--- src/design/soc_pkg.sv ---
// System-control package
// Bus widths, op codes, slave slots, the word address map and the
// contents of the device table read by software
`default_nettype none

package soc_pkg;

	localparam int ARCH_BITS = 32;
	localparam int ADDR_BITS = 30;
	localparam int SEL_BITS  = ARCH_BITS / 8;

	typedef enum logic [1:0] {
		PI1_OP_NONE  = 2'd0,
		PI1_OP_READ  = 2'd1,
		PI1_OP_WRITE = 2'd2
	} bus_op_t;

	// Slave slots, the last one takes every unmapped address
	localparam int SLOT_BITS    = 2;
	localparam int SLOT_DEVTBL  = 0;
	localparam int SLOT_GPIO    = 1;
	localparam int SLOT_INVALID = 2;
	localparam int SLOT_COUNT   = 3;

	// Word address map
	localparam int DEVTBL_MAP_WORDS = 64;
	localparam int GPIO_MAP_WORDS   = 4;
	localparam int DEVTBL_BASE      = 0;
	localparam int GPIO_BASE        = DEVTBL_BASE + DEVTBL_MAP_WORDS;
	localparam int INVALID_BASE     = GPIO_BASE + GPIO_MAP_WORDS;
	localparam int DEVTBL_ADDR_BITS = $clog2(DEVTBL_MAP_WORDS);
	localparam int GPIO_ADDR_BITS   = $clog2(GPIO_MAP_WORDS);

	localparam int DEVTBL_RST_WORD = 63;

	// Per-slot entries, slot 0 is the rightmost element
	localparam logic [SLOT_COUNT-1:0][ARCH_BITS-1:0] DEV_ID = {
		ARCH_BITS'(0), ARCH_BITS'(6), ARCH_BITS'(7)
	};
	localparam logic [SLOT_COUNT-1:0] DEV_USEINTR = 3'b010;
	// Window size in bytes
	localparam logic [SLOT_COUNT-1:0][ARCH_BITS-1:0] DEV_MAPSZ = {
		ARCH_BITS'(0),
		ARCH_BITS'(GPIO_MAP_WORDS * SEL_BITS),
		ARCH_BITS'(DEVTBL_MAP_WORDS * SEL_BITS)
	};

	// Even word holds the id, odd word the window size with the
	// interrupt flag in bit 0
	function automatic logic [ARCH_BITS-1:0] devtbl_word(
		input logic [DEVTBL_ADDR_BITS-1:0] word_idx
	);
		int unsigned slot;
		logic [ARCH_BITS-1:0] word;
		slot = int'(word_idx) / 2;
		word = '0;
		if (slot < SLOT_COUNT) begin
			if (word_idx[0] == 1'b0)
				word = DEV_ID[slot];
			else
				word = DEV_MAPSZ[slot] | ARCH_BITS'(DEV_USEINTR[slot]);
		end
		return word;
	endfunction

endpackage

`default_nettype wire
--- src/design/soc_top.sv ---
// System-control top level
// Bus master port, reset sequencer, address decoder, device table
// and GPIO port
`timescale 1ns/1ps
`default_nettype none

module soc_top import soc_pkg::*; #(
	parameter int RST_CNTR_BITSZ = 20,
	parameter int GPIO_COUNT     = 8
) (
	input  wire                   clk_2x_w,
	input  wire                   rst_p,
	input  wire bus_op_t          bus_op_i,
	input  wire [ADDR_BITS-1:0]   bus_addr_i,
	input  wire [ARCH_BITS-1:0]   bus_data_i,
	input  wire [SEL_BITS-1:0]    bus_sel_i,
	input  wire [GPIO_COUNT-1:0]  gp_i,
	output logic [ARCH_BITS-1:0]  bus_data_o,
	output logic                  bus_rdy_o,
	output logic [GPIO_COUNT-1:0] gp_o,
	output logic                  sys_rst_o
);

	logic                        sys_rst;
	logic                        rst0;
	logic                        rst1;

	bus_op_t                     dt_op;
	logic [DEVTBL_ADDR_BITS-1:0] dt_addr;
	logic [ARCH_BITS-1:0]        dt_wdata;
	logic [SEL_BITS-1:0]         dt_sel;
	logic [ARCH_BITS-1:0]        dt_rdata;
	logic                        dt_rdy;

	bus_op_t                     gp_op;
	logic [GPIO_ADDR_BITS-1:0]   gp_addr;
	logic [ARCH_BITS-1:0]        gp_wdata;
	logic [SEL_BITS-1:0]         gp_sel;
	logic [ARCH_BITS-1:0]        gp_rdata;
	logic                        gp_rdy;

	rst_sequencer #(
		.RST_CNTR_BITSZ(RST_CNTR_BITSZ)
	) i_rst_sequencer (
		.clk_2x_w (clk_2x_w),
		.rst_p    (rst_p),
		.rst0_i   (rst0),
		.rst1_i   (rst1),
		.sys_rst_o(sys_rst)
	);

	assign sys_rst_o = sys_rst;

	bus_decoder i_bus_decoder (
		.clk_2x_w  (clk_2x_w),
		.rst_p     (rst_p),
		.bus_op_i  (bus_op_i),
		.bus_addr_i(bus_addr_i),
		.bus_data_i(bus_data_i),
		.bus_sel_i (bus_sel_i),
		.bus_data_o(bus_data_o),
		.bus_rdy_o (bus_rdy_o),
		.dt_op_o   (dt_op),
		.dt_addr_o (dt_addr),
		.dt_data_o (dt_wdata),
		.dt_sel_o  (dt_sel),
		.dt_data_i (dt_rdata),
		.dt_rdy_i  (dt_rdy),
		.gp_op_o   (gp_op),
		.gp_addr_o (gp_addr),
		.gp_data_o (gp_wdata),
		.gp_sel_o  (gp_sel),
		.gp_data_i (gp_rdata),
		.gp_rdy_i  (gp_rdy)
	);

	device_table i_device_table (
		.clk_2x_w (clk_2x_w),
		.sys_rst_i(sys_rst),
		.op_i     (dt_op),
		.addr_i   (dt_addr),
		.data_i   (dt_wdata),
		.sel_i    (dt_sel),
		.data_o   (dt_rdata),
		.rdy_o    (dt_rdy),
		.rst0_o   (rst0),
		.rst1_o   (rst1)
	);

	gpio_port #(
		.GPIO_COUNT(GPIO_COUNT)
	) i_gpio_port (
		.clk_2x_w (clk_2x_w),
		.sys_rst_i(sys_rst),
		.op_i     (gp_op),
		.addr_i   (gp_addr),
		.data_i   (gp_wdata),
		.sel_i    (gp_sel),
		.data_o   (gp_rdata),
		.rdy_o    (gp_rdy),
		.gp_i     (gp_i),
		.gp_o     (gp_o)
	);

endmodule

`default_nettype wire

--- src/design/gpio_port.sv ---
// GPIO port
// Output register written byte by byte and read back, and an input
// readback through a two-flop synchroniser
`timescale 1ns/1ps
`default_nettype none

module gpio_port import soc_pkg::*; #(
	parameter int GPIO_COUNT = 8
) (
	input  wire                      clk_2x_w,
	input  wire                      sys_rst_i,
	input  wire bus_op_t             op_i,
	input  wire [GPIO_ADDR_BITS-1:0] addr_i,
	input  wire [ARCH_BITS-1:0]      data_i,
	input  wire [SEL_BITS-1:0]       sel_i,
	output logic [ARCH_BITS-1:0]     data_o,
	output logic                     rdy_o,
	input  wire [GPIO_COUNT-1:0]     gp_i,
	output logic [GPIO_COUNT-1:0]    gp_o
);

	logic [GPIO_COUNT-1:0] out_q;
	logic [GPIO_COUNT-1:0] in_meta_q;
	logic [GPIO_COUNT-1:0] in_sync_q;
	logic [ARCH_BITS-1:0]  rdata_q;
	logic                  rd_accept;
	logic                  wr_accept;

	assign rdy_o = ~sys_rst_i;

	assign rd_accept = (op_i == PI1_OP_READ) && rdy_o;
	assign wr_accept = (op_i == PI1_OP_WRITE) && rdy_o && (addr_i == '0);

	// Each output bit follows the enable of its byte lane
	always_ff @(posedge clk_2x_w) begin
		if (sys_rst_i) begin
			out_q <= '0;
		end else if (wr_accept) begin
			for (int i = 0; i < GPIO_COUNT; i++) begin
				if (sel_i[i / 8])
					out_q[i] <= data_i[i];
			end
		end
	end

	// Input synchroniser
	always_ff @(posedge clk_2x_w) begin
		in_meta_q <= gp_i;
		in_sync_q <= in_meta_q;
	end

	// Word 0 outputs, word 1 inputs, the rest reads 0
	always_ff @(posedge clk_2x_w) begin
		if (rd_accept) begin
			case (addr_i)
				GPIO_ADDR_BITS'(0): rdata_q <= ARCH_BITS'(out_q);
				GPIO_ADDR_BITS'(1): rdata_q <= ARCH_BITS'(in_sync_q);
				default:            rdata_q <= '0;
			endcase
		end
	end

	assign data_o = rdata_q;
	assign gp_o   = out_q;

endmodule

`default_nettype wire

--- src/design/device_table.sv ---
// Device table
// Read-only list of device ids and window sizes for software
// discovery, plus the register through which software requests
// a warm reset, a cold reset or power-off
`timescale 1ns/1ps
`default_nettype none

module device_table import soc_pkg::*; (
	input  wire                        clk_2x_w,
	input  wire                        sys_rst_i,
	input  wire bus_op_t               op_i,
	input  wire [DEVTBL_ADDR_BITS-1:0] addr_i,
	input  wire [ARCH_BITS-1:0]        data_i,
	input  wire [SEL_BITS-1:0]         sel_i,
	output logic [ARCH_BITS-1:0]       data_o,
	output logic                       rdy_o,
	output logic                       rst0_o,
	output logic                       rst1_o
);

	logic [1:0]           rst_req_q;
	logic [ARCH_BITS-1:0] rdata_q;
	logic                 rd_accept;
	logic                 wr_accept;
	logic                 rst_word_hit;

	// Held off while the system is in reset
	assign rdy_o = ~sys_rst_i;

	assign rd_accept    = (op_i == PI1_OP_READ) && rdy_o;
	assign wr_accept    = (op_i == PI1_OP_WRITE) && rdy_o;
	assign rst_word_hit = (addr_i == DEVTBL_ADDR_BITS'(DEVTBL_RST_WORD));

	// Bit 0 power-off, bit 1 reset, both together a cold reset
	always_ff @(posedge clk_2x_w) begin
		if (sys_rst_i) begin
			rst_req_q <= 2'b00;
		end else if (wr_accept && rst_word_hit && sel_i[0]) begin
			rst_req_q <= data_i[1:0];
		end
	end

	// Registered read
	always_ff @(posedge clk_2x_w) begin
		if (rd_accept) begin
			if (rst_word_hit)
				rdata_q <= ARCH_BITS'(rst_req_q);
			else
				rdata_q <= devtbl_word(addr_i);
		end
	end

	assign data_o = rdata_q;
	assign rst0_o = rst_req_q[0];
	assign rst1_o = rst_req_q[1];

endmodule

`default_nettype wire

--- src/design/bus_decoder.sv ---
// Peripheral bus decoder
// Routes the single master to a slave by word address, returns the
// registered read data of the slot a read went to and serves the
// invalid-address slot itself
`timescale 1ns/1ps
`default_nettype none

module bus_decoder import soc_pkg::*; (
	input  wire                         clk_2x_w,
	input  wire                         rst_p,
	input  wire bus_op_t                bus_op_i,
	input  wire [ADDR_BITS-1:0]         bus_addr_i,
	input  wire [ARCH_BITS-1:0]         bus_data_i,
	input  wire [SEL_BITS-1:0]          bus_sel_i,
	output logic [ARCH_BITS-1:0]        bus_data_o,
	output logic                        bus_rdy_o,

	output bus_op_t                     dt_op_o,
	output logic [DEVTBL_ADDR_BITS-1:0] dt_addr_o,
	output logic [ARCH_BITS-1:0]        dt_data_o,
	output logic [SEL_BITS-1:0]         dt_sel_o,
	input  wire [ARCH_BITS-1:0]         dt_data_i,
	input  wire                         dt_rdy_i,

	output bus_op_t                     gp_op_o,
	output logic [GPIO_ADDR_BITS-1:0]   gp_addr_o,
	output logic [ARCH_BITS-1:0]        gp_data_o,
	output logic [SEL_BITS-1:0]         gp_sel_o,
	input  wire [ARCH_BITS-1:0]         gp_data_i,
	input  wire                         gp_rdy_i
);

	logic [SLOT_BITS-1:0] req_slot;
	logic [SLOT_BITS-1:0] rd_slot_q;
	logic [ADDR_BITS-1:0] dt_offset;
	logic [ADDR_BITS-1:0] gp_offset;
	logic                 rd_accept;

	// Address range compare
	always_comb begin
		if (bus_addr_i < ADDR_BITS'(GPIO_BASE))
			req_slot = SLOT_BITS'(SLOT_DEVTBL);
		else if (bus_addr_i < ADDR_BITS'(INVALID_BASE))
			req_slot = SLOT_BITS'(SLOT_GPIO);
		else
			req_slot = SLOT_BITS'(SLOT_INVALID);
	end

	// Word offsets inside each window
	assign dt_offset = bus_addr_i - ADDR_BITS'(DEVTBL_BASE);
	assign gp_offset = bus_addr_i - ADDR_BITS'(GPIO_BASE);
	assign dt_addr_o = dt_offset[DEVTBL_ADDR_BITS-1:0];
	assign gp_addr_o = gp_offset[GPIO_ADDR_BITS-1:0];

	// Only the selected slave sees the op
	assign dt_op_o = (req_slot == SLOT_BITS'(SLOT_DEVTBL)) ? bus_op_i : PI1_OP_NONE;
	assign gp_op_o = (req_slot == SLOT_BITS'(SLOT_GPIO)) ? bus_op_i : PI1_OP_NONE;

	assign dt_data_o = bus_data_i;
	assign dt_sel_o  = bus_sel_i;
	assign gp_data_o = bus_data_i;
	assign gp_sel_o  = bus_sel_i;

	// Invalid slot never stalls
	always_comb begin
		case (req_slot)
			SLOT_DEVTBL: bus_rdy_o = dt_rdy_i;
			SLOT_GPIO:   bus_rdy_o = gp_rdy_i;
			default:     bus_rdy_o = 1'b1;
		endcase
	end

	assign rd_accept = (bus_op_i == PI1_OP_READ) && bus_rdy_o;

	// Slot of the last accepted read, selects the data one cycle later
	always_ff @(posedge clk_2x_w) begin
		if (rst_p)
			rd_slot_q <= SLOT_BITS'(SLOT_INVALID);
		else if (rd_accept)
			rd_slot_q <= req_slot;
	end

	always_comb begin
		case (rd_slot_q)
			SLOT_DEVTBL: bus_data_o = dt_data_i;
			SLOT_GPIO:   bus_data_o = gp_data_i;
			default:     bus_data_o = '0;
		endcase
	end

endmodule

`default_nettype wire

--- src/design/rst_sequencer.sv ---
// Reset sequencer
// Stretches the board reset with a down-counter, restarts it on a
// software warm or cold reset and latches a software power-off
`timescale 1ns/1ps
`default_nettype none

module rst_sequencer #(
	parameter int RST_CNTR_BITSZ = 20
) (
	input  wire  clk_2x_w,
	input  wire  rst_p,
	input  wire  rst0_i,
	input  wire  rst1_i,
	output logic sys_rst_o
);

	logic [RST_CNTR_BITSZ-1:0] rst_cntr_q;
	logic                      pwroff_q;
	logic                      sw_cold;
	logic                      sw_warm;
	logic                      sw_pwroff;
	logic                      cntr_busy;

	// Request pair from the device table
	assign sw_cold   = rst0_i & rst1_i;
	assign sw_warm   = ~rst0_i & rst1_i;
	assign sw_pwroff = rst0_i & ~rst1_i;

	assign cntr_busy = |rst_cntr_q;

	// A software request only restarts an idle counter, the request
	// register stays set for one cycle into the reset it caused
	always_ff @(posedge clk_2x_w) begin
		if (rst_p) begin
			rst_cntr_q <= '1;
		end else if ((sw_warm || sw_cold) && !cntr_busy) begin
			rst_cntr_q <= '1;
		end else if (cntr_busy) begin
			rst_cntr_q <= rst_cntr_q - 1'b1;
		end
	end

	// Power-off holds the system until the board reset
	always_ff @(posedge clk_2x_w) begin
		if (rst_p)
			pwroff_q <= 1'b0;
		else if (sw_pwroff)
			pwroff_q <= 1'b1;
	end

	assign sys_rst_o = cntr_busy | pwroff_q;

endmodule

`default_nettype wire

--- config.mk ---
export PLATFORM = sky130hd
export DESIGN_NAME = soc_top
export DESIGN_NICKNAME = d
export VERILOG_FILES = /design/src/design/soc_pkg.sv /design/src/design/soc_top.sv /design/src/design/gpio_port.sv /design/src/design/device_table.sv /design/src/design/bus_decoder.sv /design/src/design/rst_sequencer.sv
export SDC_FILE = /design/constraint.sdc
export NUM_CORES = 1
export LEC_CHECK = 0
export BUFFER_PORTS_ARGS = -buffer_cell sky130_fd_sc_hd__buf_2
export CAP_MARGIN = 20
export CORE_MARGIN = 10
export CORE_UTILIZATION = 40
export CTS_CLUSTER_SIZE = 16
export DETAILED_ROUTE_END_ITERATION = 6
export HOLD_SLACK_MARGIN = 0.02
export PLACE_DENSITY_LB_ADDON = 0.15
export SYNTH_ARGS = -nofsm -noshare
export SYNTH_HDL_FRONTEND = slang
export SYNTH_SLANG_ARGS = --single-unit
--- constraint.sdc ---
create_clock -name clk_2x_w -period 5.61 [get_ports clk_2x_w]
set_clock_uncertainty 0.15 [all_clocks]
set_input_delay 1.122 -clock clk_2x_w [delete_from_list [all_inputs] [get_ports clk_2x_w]]
set_output_delay 1.122 -clock clk_2x_w [all_outputs]
set_load 0.01 [all_outputs]
### Word-level counts from Yosys, hierarchy flattened

Index checks and enable logic that the tools add are counted.

| storage, ports and cells | value |
|---|---|
| input bits | 78 |
| bits in registers | 113 |

| operators by class | value |
|---|---|
| bitwise gates (word level) | 9 |
| equal/unequal tests | 9 |
| add/subtract/negate cells | 2 |
| magnitude comparators | 4 |
| mux-type cells | 16 |
| reductions and logical operators | 19 |

Operators with widths:

| kind | count |
|---|---|
| $bmux W32 S2 | 2 |
| $mux W32 | 3 |
| $pmux W32 S2 | 1 |
| $lt A30 B7 Y1 const B | 2 |
| $or A32 B1 Y32 | 1 |
| $reduce_or A20 Y1 | 1 |
| $sub A20 B1 Y20 const B | 1 |
| $pmux W8 S2 | 1 |
| $eq A2 B1 Y1 const B | 6 |
| $mux W2 | 6 |
| $logic_and A1 B1 Y1 | 9 |
| $eq A6 B6 Y1 const B | 1 |
| $logic_not A2 Y1 | 3 |
| $reduce_or A2 Y1 | 3 |
| $lt A5 B2 Y1 const B | 1 |
| $lt A5 B3 Y1 const B | 1 |
| $eq A2 B2 Y1 const B | 2 |
| $not A1 Y1 | 4 |
| $and A1 B1 Y1 | 3 |
| $bmux W1 S2 | 1 |
| $mux W1 | 2 |
| $reduce_and A2 Y1 | 1 |
| $sub A2 B1 Y2 const B | 1 |
| $logic_not A1 Y1 | 1 |
| 2 further kinds | 2 |

### Longest topological paths before layout

| logic depth | value |
|---|---|
| word-level depth | 9 |
| mapped depth | 9 |
| gate-level depth less buffers | 7 |

### Cells and area by module

Synthesis repeated with hierarchy kept, for this count alone.

| unflattened totals | value |
|---|---|
| cells, all modules | 471 |
| area total of the unflattened synthesis | 4280.4 um^2 |

By module, submodules not included:

| module | sequential area each (um^2) | cells an instance | instances | area an instance (um^2) |
|---|---|---|---|---|
| bus_decoder | 40.0 | 178 | 1 | 1293.7 |
| gpio_port | 720.7 | 96 | 1 | 1236.2 |
| rst_sequencer | 420.4 | 141 | 1 | 1198.6 |
| device_table | 190.2 | 56 | 1 | 551.8 |

### Worst setup path after synthesis

OpenSTA, ideal clock, no wires.

| timing | value |
|---|---|
| kind | input to output |
| start | input bus_addr_i[2] |
| end | output bus_rdy_o |
| cell stages on the path | 3 |
| path slack | 2.152 ns |
| buffers on the path | 0 |
| required time | 4.338 ns |
| data arrival time | 2.186 ns |
| cells stage by stage | or4_1 -> a211oi_1 -> nand2_1 |

| between the ends | value |
|---|---|
| longest elaborated chain between the ends | 6 |
| elaborated cells on any way between the ends | 8 |
| those cells by class | order compare (2); eq/ne (1); mux (3); reduce/logical (2) |

Ends and longest elaborated chain:

| item | RTL line | text |
|---|---|---|
| from (decl) | soc_top.sv:14 | `input wire [ADDR_BITS-1:0] bus_addr_i,` |
| $lt A30 B7 Y1 | bus_decoder.sv:43 | `else if (bus_addr_i < ADDR_BITS'(INVALID_BASE))` |
| $mux W2 | bus_decoder.sv:43 |  |
| $mux W2 * | bus_decoder.sv:41 | `if (bus_addr_i < ADDR_BITS'(GPIO_BASE))` |
| $eq A2 B1 Y1 or $logic_not A2 Y1 (tied branches) | bus_decoder.sv:66 | `case (req_slot)` |
| $reduce_or A2 Y1 (no source line) * | -- |  |
| $mux W1 * | -- |  |
| to (decl) | soc_top.sv:19 | `output logic bus_rdy_o,` |

Every way passes the cells marked *; elsewhere a longest branch is shown, timed or not.

### Final worst setup path

| timing | value |
|---|---|
| start | register i_rst_sequencer.rst_cntr_q[0] |
| end | output bus_rdy_o |

| between the ends | value |
|---|---|
| longest elaborated chain between the ends | 4 |

Ends and longest elaborated chain:

| item | RTL line | text |
|---|---|---|
| from (decl) | rst_sequencer.sv:17 | `logic [RST_CNTR_BITSZ-1:0] rst_cntr_q;` |
| from (signal assigned) | rst_sequencer.sv:39 | `rst_cntr_q <= rst_cntr_q - 1'b1;` |
| $reduce_or A20 Y1 | rst_sequencer.sv:29 | `assign cntr_busy = \|rst_cntr_q;` |
| $or A1 B1 Y1 | rst_sequencer.sv:51 | `assign sys_rst_o = cntr_busy \| pwroff_q;` |
| $not A1 Y1 | gpio_port.sv:29, device_table.sv:28 |  |
| $mux W1 | -- |  |

Every way passes these cells.

==> summary.md <==
| Metric | Value |
|---|---|
| Unique masters post-synth | `43` |
| Antenna violations before repair | `0` |
| Critical path class | `reg -> out` |
| Seq/Total Area, Yosys | `50.4%` |
| DRC | `0` |
| Main synth FF type | `dfxtp_1` |
| Slew headroom | `38.9%` |
| Iteration count of the initial detailed-routing pass | `4` |
| Largest net degree at the start of global routing | `21` |
| Leakage power | `1.34 nW` |
| Period utilisation layout | `71.5%` |
| Post CTS Setup Buffer Count | `0` |
| Synth top area cells | `dfxtp_1 36%, edfxtp_1 14%, mux2i_1 8.1%` |
| Final HPWL DP | `4740 um` |
| Hold/Removal Path Class | `reg -> reg` |
| Clock latency on the worst-skew pair | `0.34 ns` |
| DRT antenna net count | `0` |
| Core Footprint | `6460 um^2` |
| # IOs | `120` |
| Sum Neg Setup Slack | `0 ns` |
| Vias in the first global route | `1973` |
| DR vias/cell | `4.89` |
| Crit-path slowest cell | `or3_1` |
| Core Rows | `29` |
| Crit-path cells | `inv_1 -> ha_1 -> nor3b_2 -> nand4_1 -> or3_1 -> nand2_1 -> buf_2` |
| Syn-to-layout area delta | `19.2%` |
| Synth cell count leaders | `49 x dfxtp_1, 31 x nor2_1, 23 x buf_4` |
| Post-cts resize count | `0` |
| CP Max Fanout | `15` |
| Avg Inst Size Synth | `9.89 um^2` |
| Max VDD drop | `0.136 mV` |
| CTS clk-pin slew, worst paths | `0.07 ns` |
| Starting Density | `42.1%` |
| Syn Std Cell Area | `2720 um^2` |
| Critical path arrival | `2.74 ns` |
| Die Area | `10500 um^2` |
| Fin crit period | `4.01 ns` |
| Worst Setup End Kind | `output pin` |
| Max_cap viols | `0` |
| CTS root buf | `clkbuf_8` |
| Endpoints failing hold | `0` |
| Final core utilization | `50.2%` |
| Layout cells sized above 1 | `26.1%` |
| Per-cell routed wire length | `14.5 um` |
| Via count | `2099` |
| Number of hold buffers added after cts | `0` |
| Die width | `102 um` |
| Post-layout nets | `426` |
| Inserted Clock Buffers | `9` |
| GPL Wtd Cong | `0.773` |
| Total GRT Usage | `11.7%` |
| H-tree depth | `3` |
| Outcome | `complete, no violations` |
| PortBufs | `69` |
| Data required time of the worst path | `4.34 ns` |
| Top cell type by total area after synthesis | `dfxtp_1` |
| Ant diodes | `0` |
| HP Start | `i_gpio_port.in_meta_q[3]$_DFF_P_` |
| Post-synth top area share | `36.1%` |
| Crit path from | `i_rst_sequencer.rst_cntr_q[0]$_SDFFE_PP1P_` |
| Power per cell area | `273 nW/um^2` |
| First-pass GRT wire length | `9660 um` |
| DRT Wirelength | `6230 um` |
| Die H | `102 um` |
| Max-slew violation count | `0` |
| Fmax | `0.249 GHz` |
| Cell with the most instances after synthesis | `dfxtp_1` |
| Clock Path Buffers | `2` |
| Asr flop ratio synth | `0%` |
| Slew @ Worst Pin | `0.917 ns` |
| TritonCTS sink count | `62` |
| CTS tree | `built` |
| Worst reg2reg startpoint | `i_rst_sequencer.rst_cntr_q[0]$_SDFFE_PP1P_` |
| Synth Register Bits | `62` |
| CP max stage delay | `0.76 ns` |
| Synthesis Warnings | `0` |
| Post-synth EDFFs | `13` |
| RSZ-0062 raised after global routing | `false` |
| CP Launch Type | `flop` |
| Gr ovfl total | `0` |
| Final setup viols | `0` |
| DRT iter0 DRCs | `96` |
| Post-Syn Instances | `275` |
## flip-flops by register name (all words and copies together) (netlist names)
signal	flops
i_rst_sequencer.rst_cntr_q	20
i_gpio_port.data_o	8
i_gpio_port.gp_o	8
i_gpio_port.in_meta_q	8
i_gpio_port.in_sync_q	8
i_device_table.data_o	5
i_bus_decoder.rd_slot_q	2
i_device_table.rst_req_q	2
i_rst_sequencer.pwroff_q	1
## final timing paths
path	end	slack [ns]	cells past startpoint
max	bus_rdy_o	1.60	7
min	i_gpio_port.in_sync_q[3]$_DFF_P_	0.18	0
max reg2reg	i_gpio_port.data_o[2]$_DFFE_PP_	2.35	8
min reg2reg	i_gpio_port.in_sync_q[3]$_DFF_P_	0.18	0
## final cells by class
type | count | area (um^2)
Fill cell | 626 | 3220
Multi-Input combinational cell | 197 | 1200
Sequential cell | 62 | 1370
Clock buffer | 10 | 128
Clock inverter | 6 | 62.6
Inverter | 6 | 22.5
Timing Repair Buffer | 71 | 358
Tap cell | 77 | 96.3
## worst max-delay path, delay by kind of cell (launching register included)
family        cells  cell delay, ns
simple gates      4            1.69
flops             1            0.33
buf+inv           2            0.24
fa+ha+maj         1            0.15
## report_power, final
part	internal [mW]	switching (mW)
Clock	0.203	0.171
Combinational	0.0198	0.0255
Sequential	0.462	0.00302
## kinds of logic (layout without fill, tap and decap cells)
family / after synthesis / in the layout / share of synthesized area [%]
fa+ha+maj: 1 / 1 / 0.460
compound gates: 28 / 28 / 6.90
mux: 23 / 23 / 8.51
simple gates: 115 / 115 / 22.8
buf+inv: 38 / 93 / 8.51
other cells: 1 / 23 / 0.138
xor+xnor: 7 / 7 / 2.25
flops: 62 / 62 / 50.4
## per-stage QoR
stage	area (um^2)	cells	hold slack [ns]	total power, mW	setup WS (ns)
after floorplan	2800	297	0.160	0.508	2.15
after global placement	3040	411	0.162	0.519	1.83
after detailed placement	3040	411	0.162	0.519	1.84
after CTS	3230	427	0.179	0.893	1.61
after global routing	3240	429	0.184	0.919	1.39
final	3240	429	0.179	0.884	1.60
## routing by layer
metal	vias to the layer above	GRT usage [%]	share of wire, %
li1	1078	-	-
met4	0	6.18	1.9
met1	943	14.4	47
met5	-	0	0
met2	69	17.8	42
met3	9	4.12	9.4
## placed cells by master (no fill, tap or decap), types with 4 or more instances in the layout
cell type,synthesis,layout
mux2i_1,22,22
nand4_1,4,4
clkbuf_8,0,9
inv_1,6,6
and2_1,4,4
nor3_1,7,7
xor2_1,6,6
nor2_1,31,31
nand2_1,20,20
edfxtp_1,13,13
o211ai_1,6,6
buf_2,2,70
nand3_1,11,11
o21ai_0,9,9
conb_1,1,23
or3_1,5,5
nor4_1,11,11
or4_1,4,4
dfxtp_1,49,49
No activity file was read; power rests on OpenSTA's default activity.
